**src/design/core_pkg.sv**
```systemverilog
// Machine constants for memory size, reset PC and FSM state codes
package core_pkg;

	localparam int MEM_BYTES   = 16384;           // 16 KiB byte memory
	localparam int ADDR_W      = 14;              // Byte address width
	localparam int INSTR_BYTES = 4;               // PC step

	localparam logic [63:0] RESET_PC = 64'h2000;  // First fetch

	// ------------------------------------------------------------
	// FSM state codes
	localparam logic [2:0] S_FETCH     = 3'd0;
	localparam logic [2:0] S_DECODE    = 3'd1;
	localparam logic [2:0] S_EXECUTE   = 3'd2;
	localparam logic [2:0] S_MEMORY    = 3'd3;
	localparam logic [2:0] S_WRITEBACK = 3'd4;
	localparam logic [2:0] S_HALTED    = 3'd5;

endpackage

```
**src/design/core_control.sv**
```systemverilog
// Multicycle FSM with state register, next-state logic and per-state strobes
`timescale 1ns/1ns

module core_control (
	input  logic clk,
	input  logic reset,
	input  logic is_load,
	input  logic is_store,
	input  logic is_branch,
	input  logic is_halt,
	output logic ir_write,
	output logic exec_en,
	output logic mem_write,
	output logic mdr_load,
	output logic reg_write,
	output logic wb_from_mem,
	output logic pc_write,
	output logic hlt
);
	import core_pkg::*;

	logic [2:0] state, state_nxt;

	always_ff @(posedge clk or posedge reset) begin
		if (reset)
			state <= S_FETCH;
		else
			state <= state_nxt;
	end

	// ------------------------------------------------------------
	always_comb begin
		case (state)
			S_FETCH:     state_nxt = S_DECODE;
			S_DECODE:    state_nxt = is_halt ? S_HALTED : S_EXECUTE;
			S_EXECUTE: begin
				if (is_load || is_store)
					state_nxt = S_MEMORY;
				else if (is_branch)
					state_nxt = S_FETCH;     // PC already written
				else
					state_nxt = S_WRITEBACK;
			end
			S_MEMORY:    state_nxt = S_WRITEBACK;
			S_WRITEBACK: state_nxt = S_FETCH;
			S_HALTED:    state_nxt = S_HALTED;  // Only reset leaves
			default:     state_nxt = S_FETCH;
		endcase
	end

	// Strobes, one cycle each
	assign ir_write    = (state == S_FETCH);
	assign exec_en     = (state == S_EXECUTE);
	assign mem_write   = (state == S_MEMORY) && is_store;
	assign mdr_load    = (state == S_MEMORY) && is_load;
	assign reg_write   = (state == S_WRITEBACK) && !is_store;
	assign wb_from_mem = (state == S_WRITEBACK) && is_load;
	assign pc_write    = ((state == S_EXECUTE) && is_branch) || (state == S_WRITEBACK);
	assign hlt         = (state == S_HALTED);

endmodule

```
**config.mk**
```make
export PLATFORM = sky130hd
export DESIGN_NAME = core_control
export DESIGN_NICKNAME = d
export VERILOG_FILES = /design/src/design/core_pkg.sv /design/src/design/core_control.sv
export SDC_FILE = /design/constraint.sdc
export NUM_CORES = 1
export LEC_CHECK = 0
export BUFFER_PORTS_ARGS = -buffer_cell sky130_fd_sc_hd__buf_2
export CAP_MARGIN = 20
export CORE_AREA = 5 5 42 44
export DETAILED_ROUTE_END_ITERATION = 7
export DIE_AREA = 0 0 47 49
export GPL_TIMING_DRIVEN = 0
export SLEW_MARGIN = 10
export SYNTH_ARGS = -nofsm -noshare
export SYNTH_HDL_FRONTEND = slang
export SYNTH_SLANG_ARGS = --single-unit
```
**constraint.sdc**
```tcl
create_clock -name clk -period 3.1 [get_ports clk]
set_clock_uncertainty 0.05 [all_clocks]
set_input_delay 0.62 -clock clk [delete_from_list [all_inputs] [get_ports clk]]
set_output_delay 0.62 -clock clk [all_outputs]
set_load 0.02 [all_outputs]
```
**Word-level counts from Yosys, hierarchy flattened**

Cells that the tools add are included.
Widths: inputs -> output; s select.

- Output and inout port bits: 8
- Word-level logic and storage cells: 19
- Bits in registers: 3

- Eq/ne operators: 5
- Multiplexer cells: 4
- Reductions and logical operators: 9

Operators with widths:

| operator | number |
|---|---|
| $pmux 3 s5 | 1 |
| $mux 3 | 3 |
| $eq 3x2->1 const B | 2 |
| $eq 3x3->1 const B | 2 |
| $logic_and 1x1->1 | 5 |
| $eq 3x1->1 const B | 1 |
| $logic_not 3->1 | 1 |
| $logic_or 1x1->1 | 2 |
| $logic_not 1->1 | 1 |

**Longest topological paths before layout**

- Depth in word-level cells: 3
- Mapped depth: 4
- Gate-level depth less buffers: 3

**Worst setup path after synthesis**

No wires, ideal clock.

- Path type: reg2out
- Start: register state[1]
- End: output wb_from_mem
- Stages on the path, launching flop included: 4
- Arrival: 1.200 ns
- Path slack: 1.230 ns
- Data required time: 2.430 ns
- Cells stage by stage: dfrtp_1 buf_2 nand2b_1 nor3b_1

- Word-level cells in the longest chain between the ends: 2

RTL lines:

| item | line | RTL |
|---|---|---|
| start, declared | core_control.sv:22 | `logic [2:0] state, state_nxt;` |
| start signal, assigned | core_control.sv:28 | `state <= state_nxt;` |
| $eq 3x3->1 | core_control.sv:57 | `assign wb_from_mem = (state == S_WRITEBACK) && is_load;` |
| $logic_and 1x1->1 | core_control.sv:57 |  |
| end, declared | core_control.sv:16 | `output logic wb_from_mem,` |

Every way passes these cells.

**Worst setup path after layout**

- Start: register state[1]
- End: output pc_write

- Word-level cells in the longest chain between the ends: 3
- Elaborated cells between the ends (all ways): 4
- Classes of those cells: 2 x eq/ne; 2 x reduce/logical

RTL lines:

| item | line | RTL |
|---|---|---|
| $eq 3x2->1 | core_control.sv:58 | `assign pc_write = ((state == S_EXECUTE) && is_branch) \|\| (state == S_WRITEBACK);` |
| $logic_and 1x1->1 | core_control.sv:58 |  |
| $logic_or 1x1->1 * | core_control.sv:58 |  |
| end, declared | core_control.sv:17 | `output logic pc_write,` |

Mark *: on every way between the ends. The rest lies on a longest branch, timed or not.

==> flow_summary.json <==
{
  "fmax_mhz": 496,
  "cp-endpoint": "pc_write",
  "cpMostUsedCell": "buf_2",
  "seqPwrFrac": 0.212,
  "seqCellArea_um2": 75.1,
  "grt_max_degree": 10,
  "grt_pass1_wl_um": 938,
  "largestRegisters": "state (3)",
  "rsz0062_at_grt": "false",
  "cts_hold_buf": 0,
  "clock_sinks": 3,
  "antenna_found_initial": 0,
  "hold_viol_final": 0,
  "ir_worst_vdd_mv": 0.207,
  "setup_violations": 0,
  "ys_seq_area_frac": 0.324,
  "powerDensity_nw_per_um2": 1020,
  "post-route-min-period_ns": 2.02,
  "drc": 0,
  "pre_cts_slack_ns": 1.28,
  "r2r_end": "state[1]$_DFF_PP0_",
  "hpwl_um": 464,
  "cp.depth": 5,
  "critPathLaunch": "state[1]$_DFF_PP0_",
  "track_usage": 0.0565,
  "leakagePower_uw": 0.000178,
  "rows": 14,
  "post_cts_buffers": 0,
  "pwr-share-clk": 0.195,
  "antennaDiodeCount": 0,
  "cts_tree": "yes",
  "ys_types": 19,
  "gp_congestion": 0.659,
  "dr.pass1.iters": 2,
  "slew_headroom": 0.803,
  "p_switching_uw": 162,
  "internal_power_uw": 188,
  "clk_pin_slew_worst_paths_ns": 0.04,
  "multi_input_area_um2": 130,
  "crit_chain": "buf_2 > nor2b_1 > nand2_1 > a21oi_1 > buf_2",
  "crit_family": "buffers and inverters",
  "syn_nets": 35,
  "cts_buffer_depth": 2,
  "syn_to_final_growth_pct": 48.1,
  "vias": 267,
  "tightest_slew_ns": 0.296,
  "ioPinCount": 14,
  "switching_share": 0.462,
  "largest_register_ffs": 3,
  "yosys_register_bits": 3,
  "start_util": 0.165,
  "drive_gt1_frac": 0.478,
  "root_buffer": "clkbuf_4",
  "fin_nets": 53,
  "gr-total-overflow": 0,
  "path_buf_inv": 2,
  "reg2reg_from": "state[1]$_DFF_PP0_",
  "wl_per_cell_um": 9.98,
  "die_h_um": 49,
  "post-route-period-util": 0.651,
  "worstPathRequired_ns": 2.43,
  "drv_slew": 0,
  "critPathMaxFanout": 9,
  "core_area_um2": 1400,
  "htree_levels": 1,
  "p_comb_frac": 0.593,
  "largest-register": "state",
  "io_buffers": 13,
  "setup_slack_ns": 1.08,
  "detail-route-antenna-nets": 0,
  "via_per_inst": 4.31,
  "synthCells": 29,
  "status": "finished clean",
  "cp_slowest_cell": "dfrtp_1",
  "reg2reg_depth": 3,
  "fillers": 172,
  "syn_area_per_cell_um2": 7.98,
  "setup_tns_ns": 0,
  "syn-cell-area_um2": 231,
  "fp.dieW_um": 47,
  "rrSetupSlack_ns": 1.95,
  "wl_um": 619,
  "yosysWarnings": 0,
  "critPathMaxStageDelay_ns": 0.31,
  "cp.arrival_ns": 1.35,
  "critPathCaptureType": "output pin",
  "die_area_um2": 2300,
  "first_global_vias": 248,
  "ctsResizeCount": 0,
  "numCtsBuffers": 3,
  "holdCritPathClass": "input pin to async pin",
  "drtIter0Drc": 2,
  "cp-start-kind": "register",
  "clk_latency_ns": 0.23,
  "crit_type": "register to output pin",
  "drv_cap": 0
}
[logic make-up (layout without fill, tap and decap cells)]
logic type	Yosys count	in the layout	share of synthesized area
simple gates	16	16	0.384
compound gates	6	6	0.178
buf+inv	4	21	0.113
flops	3	3	0.324
[Yosys cell counts, drive strengths merged]
| cell type | number | area share |
|---|---|---|
| a2111oi | 1 | 0.043 |
| a21oi | 2 | 0.043 |
| a221oi | 1 | 0.038 |
| and2 | 1 | 0.032 |
| and3 | 2 | 0.065 |
| buf | 2 | 0.070 |
| dfrtp | 3 | 0.32 |
| inv | 2 | 0.043 |
| nand2 | 1 | 0.016 |
| nand2b | 1 | 0.027 |
| nor2 | 3 | 0.049 |
| nor2b | 1 | 0.027 |
| nor3 | 5 | 0.11 |
| nor3b | 1 | 0.032 |
| o211ai | 1 | 0.032 |
| o21ai | 1 | 0.022 |
| or3 | 1 | 0.027 |
[power by group through the flow]
stage          clock [uW]  sequential, uW  combinational [uW]
6_report             68.1            74.1                 207
5_1_grt              74.2            76.5                 225
4_1_cts              72.4            73.6                 208
3_5_place_dp            0            73.5                 207
3_3_place_gp            0            74.2                 205
2_1_floorplan           0            70.8                 157
[worst register-to-register path, cell delays in order, from the launching register on]
cell	delay, ns
dfrtp_1	0.34
buf_2	0.16
or3_1	0.37
a21oi_1	0.15
[how the worst min path moves through the flow]
stage | startpoint | end | slack [ns] | cells past startpoint
4_1_cts | reset | state[2]$_DFF_PP0_ | 0.19 | 2
3_3_place_gp | reset | state[2]$_DFF_PP0_ | 0.44 | 2
5_1_grt | reset | state[0]$_DFF_PP0_ | 0.21 | 2
2_1_floorplan | reset | state[0]$_DFF_PP0_ | 0.32 | 1
3_5_place_dp | reset | state[1]$_DFF_PP0_ | 0.44 | 2
6_report | reset | state[0]$_DFF_PP0_ | 0.19 | 2
[per-stage QoR]
| stage | utilization | power [uW] | cell area, um2 | hold WS [ns] | cells |
|---|---|---|---|---|---|
| 4_1_cts | 0.245 | 354 | 343 | 0.191 | 62 |
| 2_1_floorplan | - | 228 | 231 | 0.324 | 29 |
| 5_1_grt | 0.245 | 376 | 343 | 0.208 | 62 |
| 3_3_place_gp | 0.226 | 279 | 317 | 0.438 | 58 |
| 6_report | 0.245 | 350 | 343 | 0.194 | 62 |
| 3_5_place_dp | 0.226 | 281 | 317 | 0.443 | 58 |
[final cells by class]
class / instances / share of cell area
multi-input cells: 22 / 0.380
plain buffers: 2 / 0.0474
clock buffers: 4 / 0.0766
inverters: 2 / 0.0292
well taps: 16 / 0.0584
repair buffers: 13 / 0.190
flip-flops and latches: 3 / 0.219
[placed cells by master, fill, tap and decap left out]
cell,n
nand2b_1,1
and2_2,1
a2111oi_1,1
a21oi_1,2
nor2_1,3
buf_2,14
nor3_1,5
nand2_1,1
nor2b_1,1
o211ai_1,1
a221oi_1,1
dfrtp_1,3
clkbuf_4,3
nor3b_1,1
inv_4,1
or3_1,1
inv_1,1
o21ai_0,1
buf_6,1
and3_2,2
clkbuf_1,1
[per-layer routing]
| metal | track usage | vias to the layer above | wire length [um] |
|---|---|---|---|
| li1 | - | 138 | - |
| met4 | 0.0553 | 0 | 0 |
| met3 | 0.0111 | 0 | 12 |
| met2 | 0.0905 | 2 | 354 |
| met1 | 0.0553 | 127 | 252 |
| met5 | 0 | - | 0 |
(Power assumes the default switching activity.)
