### src/design/isa_pkg.sv
// ISA widths, instruction field positions and opcode values
package isa_pkg;

	localparam int XLEN  = 64;                    // Register and data width
	localparam int ILEN  = 32;                    // Instruction width
	localparam int OP_W  = 5;
	localparam int REG_W = 5;
	localparam int IMM_W = 12;                    // Raw literal, sign-extended

	// Field positions in the instruction word
	localparam int OP_LSB = 27;
	localparam int RD_LSB = 22;
	localparam int RS_LSB = 17;
	localparam int RT_LSB = 12;

	// ------------------------------------------------------------
	localparam logic [OP_W-1:0] OP_AND    = 5'h00;
	localparam logic [OP_W-1:0] OP_OR     = 5'h01;
	localparam logic [OP_W-1:0] OP_XOR    = 5'h02;
	localparam logic [OP_W-1:0] OP_NOT    = 5'h03;
	localparam logic [OP_W-1:0] OP_SHFTR  = 5'h04;  // Logical
	localparam logic [OP_W-1:0] OP_SHFTRI = 5'h05;  // Arithmetic
	localparam logic [OP_W-1:0] OP_SHFTL  = 5'h06;
	localparam logic [OP_W-1:0] OP_SHFTLI = 5'h07;
	localparam logic [OP_W-1:0] OP_BR     = 5'h08;
	localparam logic [OP_W-1:0] OP_BRR    = 5'h09;
	localparam logic [OP_W-1:0] OP_BRRI   = 5'h0A;
	localparam logic [OP_W-1:0] OP_BRNZ   = 5'h0B;
	localparam logic [OP_W-1:0] OP_BRGT   = 5'h0E;
	localparam logic [OP_W-1:0] OP_LOAD   = 5'h10;
	localparam logic [OP_W-1:0] OP_MOV    = 5'h11;
	localparam logic [OP_W-1:0] OP_MOVI   = 5'h12;
	localparam logic [OP_W-1:0] OP_STORE  = 5'h13;
	localparam logic [OP_W-1:0] OP_ADD    = 5'h18;
	localparam logic [OP_W-1:0] OP_ADDI   = 5'h19;
	localparam logic [OP_W-1:0] OP_SUB    = 5'h1A;
	localparam logic [OP_W-1:0] OP_SUBI   = 5'h1B;
	localparam logic [OP_W-1:0] OP_MUL    = 5'h1C;
	localparam logic [OP_W-1:0] OP_DIV    = 5'h1D;
	localparam logic [OP_W-1:0] OP_HALT   = 5'h1F;

endpackage

### src/design/instr_decode.sv
// Instruction register, field extraction, immediate sign extension and class flags
`timescale 1ns/1ns

module instr_decode (
	input  logic                      clk,
	input  logic                      reset,
	input  logic                      ir_write,
	input  logic [isa_pkg::ILEN-1:0]  instr,
	output logic [isa_pkg::REG_W-1:0] rd,
	output logic [isa_pkg::REG_W-1:0] rs_sel,
	output logic [isa_pkg::REG_W-1:0] rt,
	output logic [isa_pkg::OP_W-1:0]  opcode,
	output logic [isa_pkg::XLEN-1:0]  imm,
	output logic                      use_imm,
	output logic                      is_load,
	output logic                      is_store,
	output logic                      is_branch,
	output logic                      is_halt
);
	import isa_pkg::*;

	logic [ILEN-1:0] ir;                          // Latched at end of FETCH

	always_ff @(posedge clk or posedge reset) begin
		if (reset)
			ir <= '0;
		else if (ir_write)
			ir <= instr;
	end

	assign opcode = ir[OP_LSB +: OP_W];
	assign rd     = ir[RD_LSB +: REG_W];
	assign rt     = ir[RT_LSB +: REG_W];
	assign imm    = {{(XLEN-IMM_W){ir[IMM_W-1]}}, ir[IMM_W-1:0]};

	// Immediate ALU forms read rd as the first operand
	always_comb begin
		case (opcode)
			OP_ADDI, OP_SUBI, OP_SHFTRI, OP_SHFTLI: rs_sel = rd;
			default:                                rs_sel = ir[RS_LSB +: REG_W];
		endcase
	end

	assign use_imm   = opcode inside {OP_ADDI, OP_SUBI, OP_SHFTRI, OP_SHFTLI,
	                                  OP_MOVI, OP_LOAD, OP_STORE};
	assign is_load   = (opcode == OP_LOAD);
	assign is_store  = (opcode == OP_STORE);
	assign is_branch = opcode inside {OP_BR, OP_BRR, OP_BRRI, OP_BRNZ, OP_BRGT};
	assign is_halt   = (opcode == OP_HALT);

endmodule

### config.mk
export PLATFORM = sky130hd
export DESIGN_NAME = instr_decode
export DESIGN_NICKNAME = d
export VERILOG_FILES = /design/src/design/isa_pkg.sv /design/src/design/instr_decode.sv
export SDC_FILE = /design/constraint.sdc
export NUM_CORES = 1
export LEC_CHECK = 0
export ABC_AREA = 1
export ABC_CLOCK_PERIOD_IN_PS = 2300
export BUFFER_PORTS_ARGS = -buffer_cell sky130_fd_sc_hd__clkbuf_2
export CAP_MARGIN = 20
export CORE_MARGIN = 4
export CORE_UTILIZATION = 34
export DETAILED_ROUTE_END_ITERATION = 8
export GPL_TIMING_DRIVEN = 0
export PLACE_DENSITY = 0.73
export SLEW_MARGIN = 40
export SYNTH_ARGS = -nofsm -noshare
export SYNTH_HDL_FRONTEND = slang
export SYNTH_SLANG_ARGS = --single-unit
### constraint.sdc
create_clock -name clk -period 2.3 [get_ports clk]
set_input_delay 0.23 -clock clk [delete_from_list [all_inputs] [get_ports clk]]
set_output_delay 0.23 -clock clk [all_outputs]
set_load 0.02 [all_outputs]
==> After elaboration in Yosys (flattened, before gate mapping) <==
Cells that the tools add are included.
{ "classes": {"n_eq_ne": 13, "muxes": 1, "reduce_logical": 3} }
{ "op_table": {"columns": ["cell", "n"], "rows": [
  ["$eq A5 B5 Y1 const B", 6],
  ["$eq A5 B4 Y1 const B", 5],
  ["$eq A5 B3 Y1 const B", 2],
  ["$reduce_bool A7 Y1", 1],
  ["$mux W5", 1],
  ["$reduce_bool A5 Y1", 1],
  ["$reduce_or A4 Y1", 1]
]} }
{ "totals": {"reg_bits": 32, "elab_cells": 18} }

==> Logic depth before layout (Yosys ltp) <==
{ "depth": {"depth_word": 3, "mapped_depth": 6, "ltp_nobuf": 6} }

==> Worst setup path before layout <==
No wires, ideal clock.
{ "synth_path": {"path_kind": "reg-to-output", "from": "register ir[11]", "to": "output port imm[11] in the netlist's numbering", "arrival_time_ps": 1391, "t_required_ps": 2070, "slack_ps": 679, "stages_incl_launch_ff": 2, "path_buffers": 1, "cell_sequence": "dfrtp_1 -> buf_4"} }
{ "synth_lines": {"columns": ["element", "line_no", "rtl"], "rows": [
  ["start, declared", "instr_decode.sv:22", "logic [ILEN-1:0] ir;"],
  ["start signal, assigned", "instr_decode.sv:28", "ir <= instr;"],
  ["end, declared", "instr_decode.sv:13", "output logic [isa_pkg::XLEN-1:0] imm,"]
]} }
No word-level cell between the ends.

==> Worst setup path after layout <==
{ "layout_path": {"from": "register ir[31]", "to": "output port use_imm"} }
{ "layout_between": {"elab_chain_cells": 2, "word_cells_on_any_way": 8, "cone_classes": "7 x eq/ne; 1 x reduce/logical"} }
{ "layout_rtl": {"columns": ["element", "line_no", "rtl"], "rows": [
  ["$eq A5 B5 Y1 / $eq A5 B3 Y1 (equally long branches)", "instr_decode.sv:44", "assign use_imm = opcode inside {OP_ADDI, OP_SUBI, OP_SHFTRI, OP_SHFTLI,"],
  ["$reduce_bool A7 Y1 (*)", "instr_decode.sv:44", null],
  ["end, declared", "instr_decode.sv:14", "output logic use_imm,"]
]} }
Every way passes the cells marked *; elsewhere a longest branch is shown, timed or not.

==> flow_summary.yaml <==
cells_and_area:
  design_area_mm2: 0.002872
  top_register: "ir"
  syn2layout_area_growth_pct: 39.01
  layoutNonFillerInstCount: 390
  drive_above_1_share_pct: 78.73
  fin_nets: 349
  num_antenna_cells: 0
  reg_top3: "ir (32)"
  largest_reg_flops: 32
synthesis:
  synthesis.nets: 220
  yosys-top-cells-count: "buf_4, dfrtp_1, mux2_4, nand2_1, nand3_1"
  ys_async_sr_fraction_pct: 100.0
  ys_seq_elements: 32
  yosys.area.top_type: "dfrtp_1"
  synth_edf_count: 0
  yosys.cell_types.count: 16
  synthesis.instances: 185
  syn_area_per_cell_um2: 11.17
  synth_seq_area_share_pct: 38.76
  yosys_warnings: 0
  synth_area_mm2: 0.002066
  yosysMostFrequentCell: "buf_4"
  ys.flop_type: "dfrtp_1"
  yosys.area.top_type_share_pct: 38.76
  synth_area_leaders: "dfrtp_1, buf_4, mux2_4, mux2_2, nand2_1"
global_route:
  grtUsageTotal_pct: 11.30
  grt_overflow: 0
  grt_max_degree: 55
  antenna_found_initial: 0
  grt_pass1_wl_um: 6817
  first_global_vias: 1475
critical_path:
  arrival_ns: 1.53
  endpoint_kind: "output pin"
  cp_max_fo: 7
  critPathLaunchType: "flip-flop"
  worstPathRequired_ns: 2.07
  worstSetupPathType: "reg -> out"
placement:
  globalplace.congestion: 0.8063
  dp_cells: 382
  port_buffers: 122
  dpl-instance-area_mm2: 0.002771
  hpwl_um: 3440
timing:
  rsz0062_at_grt: "false"
  final_hold_viol_count: 0
  max_freq_mhz: 568.2
  slew_violations: 0
  slew_headroom_pct: 54.23
  setup_violations: 0
  finalCriticalPeriod_ns: 1.760
  finalCritPeriodShare_pct: 76.52
  setup_tns_ns: 0
  worst_pin_slew_ns: 0.6855
  finalClockSkew_ns: 0
clock_tree:
  clk_pin_slew_ns: 0.08
  insertion_delay_ns: 0.27
  clk_path_buf_depth: 2
  ctsHoldBuffers: 0
  cts_tree: "yes"
  clkSinkCount: 32
  ctsResizeCount: 0
  cts-htree-levels: 2
  postCtsSetupRepairBufs: 0
  cts_root_buffer: "clkbuf_8"
  numCtsBuffers: 5
power_and_ir_drop:
  finalPower_mw: 1.905
  ir_drop_mv: 0.4556
  leakage_nw: 1.660
  p_per_area_mw_per_mm2: 663.4
route:
  drc: 0
  wl_per_cell_um: 11.17
  drtIter0Drc: 33
  viasPerCell: 3.972
  wl_um: 4356
  ant_nets: 0
  vias: 1549
  first_pass_iters: 4
floorplan:
  row_count: 28
  initial_core_util_pct: 34.89
  ios: 124
  die-width_um: 85.95
  core_mm2: 0.005921
  die_y_um: 85.95
  dieArea_mm2: 0.007387
flow_run:
  maxCapViolCount: 0
run_status:
  status: "finished, final reports clean"
min_path:
  min_path_type: "in -> async"
-- per-stage QoR --
step	setup slack [ns]	utilization [%]	hold WS, ns
finish	0.5399	48.50	0.03426
global route	0.4374	48.50	0.09595
CTS	0.4981	48.46	0.05510
detailed placement	0.8157	46.81	0.3702
global placement	0.4535	46.79	0.4427
floorplan	0.6794	-	0.3462
-- final timing paths --
path,from,to,slack (ns),depth (start not counted)
setup / recovery,ir[31]$_DFFE_PP0P_,use_imm,0.54,6
hold / removal,reset,ir[21]$_DFFE_PP0P_,0.03,2
setup reg to reg,ir[11]$_DFFE_PP0P_,ir[11]$_DFFE_PP0P_,1.18,1
hold reg to reg,ir[4]$_DFFE_PP0P_,ir[4]$_DFFE_PP0P_,0.51,1
max in group asynchronous,reset,ir[11]$_DFFE_PP0P_,1.76,2
min in group clk,instr[30],ir[30]$_DFFE_PP0P_,0.15,3
-- area by class of cell --
| cell class | count | area, µm² |
|---|---|---|
| fill | 572 | 3049 |
| tap | 75 | 93.84 |
| sequential | 32 | 804.5 |
| multi-input combinational | 65 | 590.6 |
| buffer | 83 | 655.6 |
| timing repair buffer | 122 | 610.6 |
| clock buffer | 6 | 82.58 |
| inverter | 5 | 18.77 |
| clock inverter | 2 | 15.01 |
-- layer usage --
layer	GRT usage (%)	up-vias	wire length [µm]
li1	-	772	-
met1	13.18	674	1748
met2	18.15	99	1882
met3	5.764	4	697
met4	3.309	0	28
met5	0	-	0
-- logic make-up (layout without fill, tap and decap cells) --
family                 after synthesis  count (layout)  synth area share (%)
multiplexers                        29              29                 20.17
buffers and inverters               88             218                 32.65
flip-flops                          32              32                 38.76
AO/OA/AOI/OAI                        5               5                 1.211
AND/OR/NAND/NOR                     31              31                 7.208
-- power breakdown --
part | total, mW | leakage [nW] | switching (mW) | internal [mW]
combinational | 0.760 | 1.24 | 0.379 | 0.381
clock | 0.460 | 0.0434 | 0.218 | 0.242
sequential | 0.685 | 0.375 | 0.0657 | 0.620
total | 1.90 | 1.66 | 0.662 | 1.24
-- worst max-delay path: stages (launching register included) --
cell and delay, ns:
dfrtp_1 0.47, nand2_1 0.10, inv_1 0.06, nor2_4 0.17, nand2_2 0.12, o21ai_0 0.12, clkbuf_2 0.21
-- cell usage in the layout (no fill, tap or decap) --
| master | synthesis | routed |
|---|---|---|
| inv_1 | 5 | 4 |
| dfrtp_1 | 32 | 31 |
| buf_6 | 2 | 2 |
| clkbuf_8 | 0 | 6 |
| nand2_2 | 1 | 1 |
| buf_4 | 79 | 79 |
| nor2_2 | 1 | 1 |
| nand3_1 | 6 | 6 |
| nor2_4 | 2 | 2 |
| clkbuf_2 | 0 | 122 |
| mux2_2 | 5 | 5 |
| nor2_1 | 2 | 2 |
| clkinvlp_4 | 0 | 2 |
| nor3_1 | 4 | 4 |
| a21oi_1 | 1 | 1 |
| dfrtp_4 | 0 | 1 |
| mux2_4 | 24 | 24 |
| buf_12 | 2 | 2 |
| o21ai_0 | 4 | 4 |
| nand2_1 | 15 | 15 |
| inv_2 | 0 | 1 |
Power figures use the tool's default switching activity.
