<file path="src/design/isa_pkg.sv">
// ISA widths, instruction field positions and opcode values
package isa_pkg;

	localparam int XLEN  = 64;                    // Register and data width
	localparam int ILEN  = 32;                    // Instruction width
	localparam int OP_W  = 5;
	localparam int REG_W = 5;
	localparam int IMM_W = 12;                    // Raw literal, sign-extended

	// Field positions in the instruction word
	localparam int OP_LSB = 27;
	localparam int RD_LSB = 22;
	localparam int RS_LSB = 17;
	localparam int RT_LSB = 12;

	// ------------------------------------------------------------
	localparam logic [OP_W-1:0] OP_AND    = 5'h00;
	localparam logic [OP_W-1:0] OP_OR     = 5'h01;
	localparam logic [OP_W-1:0] OP_XOR    = 5'h02;
	localparam logic [OP_W-1:0] OP_NOT    = 5'h03;
	localparam logic [OP_W-1:0] OP_SHFTR  = 5'h04;  // Logical
	localparam logic [OP_W-1:0] OP_SHFTRI = 5'h05;  // Arithmetic
	localparam logic [OP_W-1:0] OP_SHFTL  = 5'h06;
	localparam logic [OP_W-1:0] OP_SHFTLI = 5'h07;
	localparam logic [OP_W-1:0] OP_BR     = 5'h08;
	localparam logic [OP_W-1:0] OP_BRR    = 5'h09;
	localparam logic [OP_W-1:0] OP_BRRI   = 5'h0A;
	localparam logic [OP_W-1:0] OP_BRNZ   = 5'h0B;
	localparam logic [OP_W-1:0] OP_BRGT   = 5'h0E;
	localparam logic [OP_W-1:0] OP_LOAD   = 5'h10;
	localparam logic [OP_W-1:0] OP_MOV    = 5'h11;
	localparam logic [OP_W-1:0] OP_MOVI   = 5'h12;
	localparam logic [OP_W-1:0] OP_STORE  = 5'h13;
	localparam logic [OP_W-1:0] OP_ADD    = 5'h18;
	localparam logic [OP_W-1:0] OP_ADDI   = 5'h19;
	localparam logic [OP_W-1:0] OP_SUB    = 5'h1A;
	localparam logic [OP_W-1:0] OP_SUBI   = 5'h1B;
	localparam logic [OP_W-1:0] OP_MUL    = 5'h1C;
	localparam logic [OP_W-1:0] OP_DIV    = 5'h1D;
	localparam logic [OP_W-1:0] OP_HALT   = 5'h1F;

endpackage

</file>
<file path="src/design/core_pkg.sv">
// Machine constants for memory size, reset PC and FSM state codes
package core_pkg;

	localparam int MEM_BYTES   = 16384;           // 16 KiB byte memory
	localparam int ADDR_W      = 14;              // Byte address width
	localparam int INSTR_BYTES = 4;               // PC step

	localparam logic [63:0] RESET_PC = 64'h2000;  // First fetch

	// ------------------------------------------------------------
	// FSM state codes
	localparam logic [2:0] S_FETCH     = 3'd0;
	localparam logic [2:0] S_DECODE    = 3'd1;
	localparam logic [2:0] S_EXECUTE   = 3'd2;
	localparam logic [2:0] S_MEMORY    = 3'd3;
	localparam logic [2:0] S_WRITEBACK = 3'd4;
	localparam logic [2:0] S_HALTED    = 3'd5;

endpackage

</file>
<file path="src/design/result_stage.sv">
// PC register, memory data register and writeback source select
`timescale 1ns/1ns

module result_stage (
	input  logic                     clk,
	input  logic                     reset,
	input  logic                     pc_write,
	input  logic                     mdr_load,
	input  logic                     wb_from_mem,
	input  logic [isa_pkg::XLEN-1:0] next_pc,
	input  logic [isa_pkg::XLEN-1:0] mem_rdata,
	input  logic [isa_pkg::XLEN-1:0] result,
	output logic [isa_pkg::XLEN-1:0] pc,
	output logic [isa_pkg::XLEN-1:0] wb_data
);
	import isa_pkg::*;
	import core_pkg::*;

	logic [XLEN-1:0] mdr;                         // Load data

	always_ff @(posedge clk or posedge reset) begin
		if (reset)
			pc <= RESET_PC;
		else if (pc_write)
			pc <= next_pc;                        // Target or PC+4
	end

	always_ff @(posedge clk) begin
		if (mdr_load)
			mdr <= mem_rdata;
	end

	assign wb_data = wb_from_mem ? mdr : result;

endmodule

</file>
<file path="config.mk">
export PLATFORM = sky130hd
export DESIGN_NAME = result_stage
export DESIGN_NICKNAME = d
export VERILOG_FILES = /design/src/design/isa_pkg.sv /design/src/design/core_pkg.sv /design/src/design/result_stage.sv
export SDC_FILE = /design/constraint.sdc
export NUM_CORES = 1
export LEC_CHECK = 0
export BUFFER_PORTS_ARGS = -buffer_cell sky130_fd_sc_hd__clkbuf_2
export CAP_MARGIN = 30
export CORE_AREA = 5 5 122 124
export DETAILED_ROUTE_END_ITERATION = 6
export DIE_AREA = 0 0 127 129
export PLACE_DENSITY = 0.77
export SLEW_MARGIN = 20
export SYNTH_ARGS = -nofsm -noshare
export SYNTH_HDL_FRONTEND = slang
export SYNTH_SLANG_ARGS = --single-unit
</file>
<file path="constraint.sdc">
create_clock -name clk -period 3.11 [get_ports clk]
set_input_delay 0.1555 -clock clk [delete_from_list [all_inputs] [get_ports clk]]
set_output_delay 0.1555 -clock clk [all_outputs]
set_load 0.02 [all_outputs]
</file>
# After elaboration in Yosys (flattened, before gate mapping)
# Cells that the tools add are included.
# Widths: inputs -> output; s select.
dict set report classes {
  muxes 1
}
# operator count
set op_table {}
lappend op_table {{$mux 64} 1}
dict set report totals {
  ff_bits 128
  in_bits 197
}

# Longest topological paths before layout
# Gate-level depths: netlist of run 1.
dict set report depth {
  word_depth 1
  depth_mapped 3
}

# Worst setup path before layout of run 1
# OpenSTA, ideal clock, no wires.
dict set report synth_timing {
  path_kind {input port to output port}
  startpoint {input port wb_from_mem}
  endpoint {output port wb_data[10] (netlist name)}
  t_arrival_ps 808
  t_required_ps 2954
  slack_ps 2146
  stages 3
  path_buffers 2
  path_cell_list {buf_6 -> buf_12 -> mux2_4}
}
dict set report synth_via {
  elab_chain_cells 1
}
# item line
set synth_rtl {}
lappend synth_rtl {{from (decl)} result_stage.sv:9} ;# input logic wb_from_mem,
lappend synth_rtl {{$mux 64} result_stage.sv:33} ;# assign wb_data = wb_from_mem ? mdr : result;
lappend synth_rtl {{to (decl)} result_stage.sv:14} ;# output logic [isa_pkg::XLEN-1:0] wb_data
# Every way passes these cells.

# Worst setup path in the final report of run 1
dict set report layout_timing {
  startpoint {input port wb_from_mem}
  endpoint {output port wb_data[63] (netlist name)}
}
# The elaborated chain is that of the path after synthesis.

==> out/results.txt, run 1 <==
The average size of a mapped cell is 21.0 um^2. The worst-path maximum fanout came out at 38. The compound-cell area share of the yosys netlist was 0. Summing every instance area after synthesis gives 5680 um^2. The critical path data required time was 2.95 ns. The net count reported at finish is 932, and the post-synthesis share of cell area spent on full adders, half adders and majority gates is 0.

Of all cell types, the one taking the most synthesized area is edfxtp_1. In this run the power density over the cells is 541 nW/um^2. For the static power due to leakage, the log shows 4.61 nW. Synthesis handed over a netlist of 271 instances.

The logs give 468 for the synthesized net count and 4.99 mW for the overall power. The number of antenna violations at the first check in global routing is 0, and the H-tree depth is 4. Combinational family with the most area after synthesis: multiplexers. The overall track demand over capacity in global routing is 0.216, and the first-pass iteration count of the detailed router is 4. Synthesis instantiated 8 different standard cells from the library. For this run, design rule violations remaining after detail routing come to 0. The tools report the total grt overflow as 0. Compared with the post-synthesis result, the final layout area differs by 62.2%. Pin placement for this block handled 325 I/O pins. Leaving out fill and tap cells, the most frequent cell in the layout is clkbuf_2.

STA classifies the critical path startpoint as a primary input. The tree is rooted in a clkbuf_16. The worst register-to-register path ends at pc[39]. Final antenna-violating net count: 0.

The part of the cycle the worst path needs came out at 0.547. Summed over all nets, the switching power comes to 1.24 mW. The final weighted congestion of routability-driven global placement is 1.06, and the number of diodes is 0. The tools report the core utilization of the finished layout as 0.675.

After clock tree synthesis, the flow added hold-fix buffers numbering 129. Internal power comes to 3.75 mW. OpenSTA, run right after detailed placement, puts the worst setup slack at 1.42 ns. For the total count of hold-check failures in the final report, the log shows 0.

The measured slew at the worst slew-check pin was 0.820 ns. The run finished with clean final reports. The critical path ends at wb_data[63].

The run gives 4,850 as the via count of the first global-routing pass. The worst path in the final design needs a cycle of 1.70 ns, including I/O delays and setup. The setup slack of the critical path after layout was 1.41 ns; the delay of the slowest cell on the worst path was 0.54 ns. On the critical path the largest part of the delay comes from buffers and inverters. Share of cell area taken by muxes after synthesis: 0.333. The share of layout cells above drive strength 1 is 0.653. XOR/XNOR share of the synthesized area: 0. The average via count per standard cell was 4.64; the vertical die dimension was 129 um. Logic depth of the worst setup path including buffers: 4. The area share of the largest cell type after synthesis came out at 0.338. The switching portion of total power came out at 0.249. Tracing the worst setup path back leads to its startpoint at wb_from_mem. Across all register-to-register paths, the minimum setup slack is 2.29 ns.

Buffers placed on the I/O ports in this run total 324. The slowest stage of the critical path belongs to the cell buf_4. The logs give 0.407 for the proportion of power drawn by flip-flops and latches and 128 for the number of clock sinks. The run gives 0.620 as the sequential cell area fraction in the yosys report. The clock passes through at most 2 buffers. For this block, the initial DRC count from the detailed router was 160.

The min-delay analysis places its worst path in the category in2reg. The maximum number of pins on one net before global-route repair is 47, and the clock-pin slew on the worst setup and hold paths is 0.05 ns. In the layout the commonest cells are clkbuf_2 (322), dlygate4sd3_1 (129), mux2_4 (120), edfxtp_1 (64), dfrtp_1 (63).

The initial core utilization is 0.416, and the number of max-cap violations is 0. The cell depth of the worst flop-to-flop path came out at 1. Post-CTS timing repair inserted 0 buffers for setup. The floorplan step defined a die boundary enclosing 16,400 um^2. The run gives 0 as the final number of max-transition violations. The worst setup path is captured at an output port.

TritonCTS built the clock tree. The die is 127 um wide. Setup repair after global routing left no endpoint under its margin. The number of cells after detailed placement is 767, and the final cell count without fillers is 926.

After detailed routing, the average wire length per cell comes to 19.3 um. The TritonCTS buffer count was 17; the worst hold path depth was 1. The launch instance of the worst register-to-register path is pc[39].

Flip-flop and latch count after synthesis: 128. The HPWL after detailed placement is 12,000 um. Total vias in the final route: 4,299. Once the clock tree was built, the resizer swapped 0 gates to a different size. Static timing analysis puts the maximum clock frequency at 0.587 GHz.

The category of the most critical setup path is in2out. The wire length of the first global-routing pass is 27,000 um. For the final routed database, the setup TNS stands at 0 ns. By area the synthesized netlist is led by edfxtp_1 (34%), mux2_4 (32%), dfrtp_1 (28%). The synthesized-area fraction occupied by and/or/nand/nor cells came out at 0. After detailed routing, the total wire length is 17,900 um. The placement row count is 43, and the total of endpoints with negative setup slack in the final report is 0. Setup clock skew after layout: 0 ns. The relative contribution of the clock network to total power came out at 0.390.

The signal on the critical path passes through buf_4 > buf_12 > mux2_2 > clkbuf_2. For the clock latency on the worst-skew pair, the log shows 0.41 ns. Across the VDD grid, the largest voltage drop is 0.000366 V. The tools report the combinational share of power as 0.203. The Yosys step of the flow raised 0 warnings. At the worst endpoint, the arrival time is 1.55 ns. The count of buffer and inverter cells on the critical path is 3. The core region is 13,700 um^2. The relative max-transition margin came out at 0.453.
-- area by class of cell --
cell class | instances | area [um^2]
fill | 862 | 4450
sequential | 128 | 3520
timing repair buffer | 459 | 2990
multi-input combinational | 128 | 1890
clock buffer | 26 | 542
tap | 180 | 225
clock inverter | 4 | 45.0
inverter | 1 | 3.75
-- worst min-delay path by stage --
stage / from / end / slack [ns]
floorplan: mem_rdata[0] / mdr[0] / 0.25
global route: mdr_load / mdr[0] / 0.13
detailed placement: reset / pc[23] / 0.20
global placement: reset / pc[24] / 0.19
CTS: mdr_load / mdr[24] / 0.12
finish: mdr_load / mdr[0] / 0.14
-- kinds of logic after synthesis --
kind of cell,Yosys count
buffers and inverters,15
multiplexers,128
flip-flops,128
-- Yosys cell counts --
cell type	instances
inv_1	1
dfrtp_1	63
dfstp_2	1
mux2_2	8
edfxtp_1	64
buf_12	12
buf_6	2
mux2_4	120
-- metal layers --
| layer | global-route usage | vias to the layer above | routed length (um) |
|---|---|---|---|
| met3 | 0.0768 | 39 | 1570 |
| li1 | - | 1935 | - |
| met1 | 0.243 | 2085 | 6690 |
| met2 | 0.377 | 240 | 9130 |
| met5 | 0 | - | 0 |
| met4 | 0.0852 | 0 | 488 |
-- state kept, by name (all words and copies together), names as in the netlist --
name  flops
mdr      64
pc       64
-- power by group through the flow --
stage               clock network [mW]  logic (mW)  registers (mW)
CTS                               1.98        1.01            2.02
global placement                     0       0.854            2.05
global route                      2.06        1.07            2.04
finish                            1.94        1.01            2.03
detailed placement                   0       0.875            2.05
floorplan                            0       0.449            2.14
-- per-stage QoR --
step / instance area [um^2] / hold WS, ns
after floorplan: 5680 / 0.254
after global placement: 7340 / 0.195
after detailed placement: 7340 / 0.200
after CTS: 9220 / 0.118
after global routing: 9220 / 0.130
final: 9220 / 0.142
(Power assumes the default switching activity.)
==> run 2: changes to the inputs <==
- CORE_AREA: 5 5 122 124 -> not set
- CORE_ASPECT_RATIO: not set -> 0.7
- CORE_MARGIN: not set -> 5
- CORE_UTILIZATION: not set -> 40
- DIE_AREA: 0 0 127 129 -> not set
- clock period: 3.11 -> 1.48 ns (I/O delays scaled with it)
==> run 2 against run 1 <==
Compared with the run above: die area rose by 2.1%; largest cell class unchanged; total power up 120%; sequential power increased by 110%; first-iteration DRC count decreased by 7.5%; non-clock buffer count increased by 10; sequential share of layout area decreased by 0.89 points; global-route usage grew 0.17 points; largest power group is now clock; register-to-register slack worse by 1.6 ns; sequential cell count stayed put; wire length is 3.8% higher; final area increased by 2.4%; critical path depth shrank 2.
==> out/results.txt, run 2 (synthesis results as in run 1) <==
The top routing layer in use is met4. The final number of max-transition violations is 0. The tools report the cell at the root of the clock tree as clkbuf_16. In the detailed route, the total length drawn on met3 is 1400 um. The final layout contains 942 nets. The setup path with the least slack is of type reg2out. The die is 152 um wide. The part of the cycle the worst path needs is 0.896. Met1 routed wirelength after detailed routing: 7040 um. The cell at the slowest stage of the critical path is edfxtp_1. From synthesis to final layout, the design area changed by 66.1%.

After detailed routing, the met2 layer carries 9690 um of wire. For the number of buffers on the longest clock path, the log shows 2. The path class of the tightest hold or removal check is in2reg. The worst hold path depth works out to 1. The run gives 4,975 as the via count of the first global-routing pass. The total overflow left after global routing is 0.

The first global-routing pass estimated 28,100 um of wire. In the routed layout, each cell is associated on average with a via count of 4.61. The number of port buffers is 324.

The setup total negative slack was 0 ns; the quantity of gates resized following cts was 0. The top cell types in the final layout, fill and taps aside, are clkbuf_2 (322), dlygate4sd3_1 (129), mux2_4 (120), edfxtp_1 (64), dfrtp_1 (63). The wire length per cell is 19.6 um. On the final layout, the worst clock skew is 0 ns. The die area came out at 16,700 um^2.

The worst setup path is captured at an output port. The initial core utilization is 0.408. Traced cell by cell, the critical path runs through mux2_4 > clkbuf_2. The highest attainable clock frequency is 0.754 GHz. The maximum number of pins on one net before global-route repair was 40; the vertical die dimension was 110 um. For the number of diodes, the log shows 0. TritonCTS built the clock tree. Dividing total power by cell area gives a power density of 1160 nW/um^2. The H-tree depth was 4.

The kind of start point of the critical path was a flop. The final weighted congestion of routability-driven global placement came out at 0.928. Across all layers, the routed design uses 4,371 vias.

For this design the top-level I/O count stands at 325. Final hold analysis gives a worst-case slack of 0.137 ns. Setup repair after global routing left no endpoint under its margin.

The tool flagged a number of max-cap violations equal to 0. The run gives 0 as the final antenna-violating net count. IR analysis of the VDD net gives a maximum drop of 0.000854 V. The tools report the number of clock sinks as 128. The run finished with clean final reports. The clock-pin slew on the worst setup and hold paths was 0.06 ns; the first-pass iteration count of the detailed router was 5. The overall track demand over capacity in global routing is 0.218. For the clock latency on the worst-skew pair, the log shows 0.39 ns. The tools report the TritonCTS buffer count as 17.

For this run, design rule violations remaining after detail routing come to 0. Setup violations remaining at the end of the flow were counted as 0. Share of layout cells above drive strength 1: 0.661. Leaving out fill and tap cells, the most frequent cell in the layout is clkbuf_2.

The post-route minimum period was 1.33 ns. The delay of the slowest cell on the worst path was 0.41 ns; the cell depth of the worst flop-to-flop path was 1. For the pin with the worst max-slew slack, the measured transition is 0.552 ns.

For the relative max-transition margin, the log shows 0.631. The analysis attributes to cell leakage a power of 4.71 nW. The first-iteration detailed-routing DRC count is 148. The number of antenna violations at the first check in global routing is 0, and the placement row count is 36. Data on the critical path arrives at its endpoint at 1.25 ns. In the final layout, the registers with the most flip-flops are mdr (64), pc (64). For the critical path data required time, the log shows 1.41 ns.

After detailed routing, the total wire length is 18,600 um. The HPWL after detailed placement was 12,000 um. The run gives 0.67 ns as the worst setup slack for register-to-register paths.

Total count of hold-check failures in the final report: 0. Worst-path maximum fanout: 1. The floorplan step defined a core boundary enclosing 13,900 um^2.
-- run 2: per-layer routing --
metal,GRT usage,vias up
li1,-,1956
met1,0.244,2126
met2,0.399,253
met3,0.0700,36
met4,0.0744,0
met5,0,-
-- run 2: worst max-delay path, delay by kind of cell (launching register included) --
kind | cells | cell delay, ns
multiplexers | 1 | 0.28
flip-flops | 1 | 0.41
buffers and inverters | 1 | 0.17
-- run 2: repair_timing --
item                                   CTS  global route
buffers inserted                         0             0
endpoints found under the hold margin  148             0
hold buffers                           129             0
-- run 2: metrics by stage --
stage | utilization | setup WS (ns) | std cells | cell area (um^2) | total power, mW
after CTS | 0.678 | 0.127 | 948 | 9440 | 11.0
after floorplan | - | 0.645 | 271 | 5690 | 5.43
after global routing | 0.678 | 0.109 | 948 | 9440 | 11.4
final | 0.678 | 0.154 | 948 | 9440 | 11.0
after global placement | 0.538 | 0.343 | 787 | 7480 | 6.13
after detailed placement | 0.538 | 0.318 | 787 | 7480 | 6.18
-- run 2: final timing paths --
check                              end  startpoint
setup / recovery           wb_data[14]     mdr[14]
hold / removal                 mdr[50]    mdr_load
hold reg to reg                 pc[51]      pc[51]
setup reg to reg                pc[15]      pc[15]
min in group asynchronous       pc[57]       reset
max in group asynchronous        pc[4]       reset
-- run 2: where the power goes --
| part | switching, mW | leakage [nW] | total (mW) | internal, mW |
|---|---|---|---|---|
| registers | 0.175 | 1.37 | 4.26 | 4.09 |
| clock network | 1.56 | 0.325 | 4.55 | 3.00 |
| logic | 1.03 | 3.01 | 2.18 | 1.15 |
-- run 2: area by class of cell --
cell class / count / area, um^2
clock buffers: 24 / 557
clock inverters: 8 / 109
fillers: 897 / 4480
inverters: 1 / 7.51
multi-input cells: 128 / 1890
flip-flops and latches: 128 / 3520
well taps: 190 / 238
repair buffers: 469 / 3110
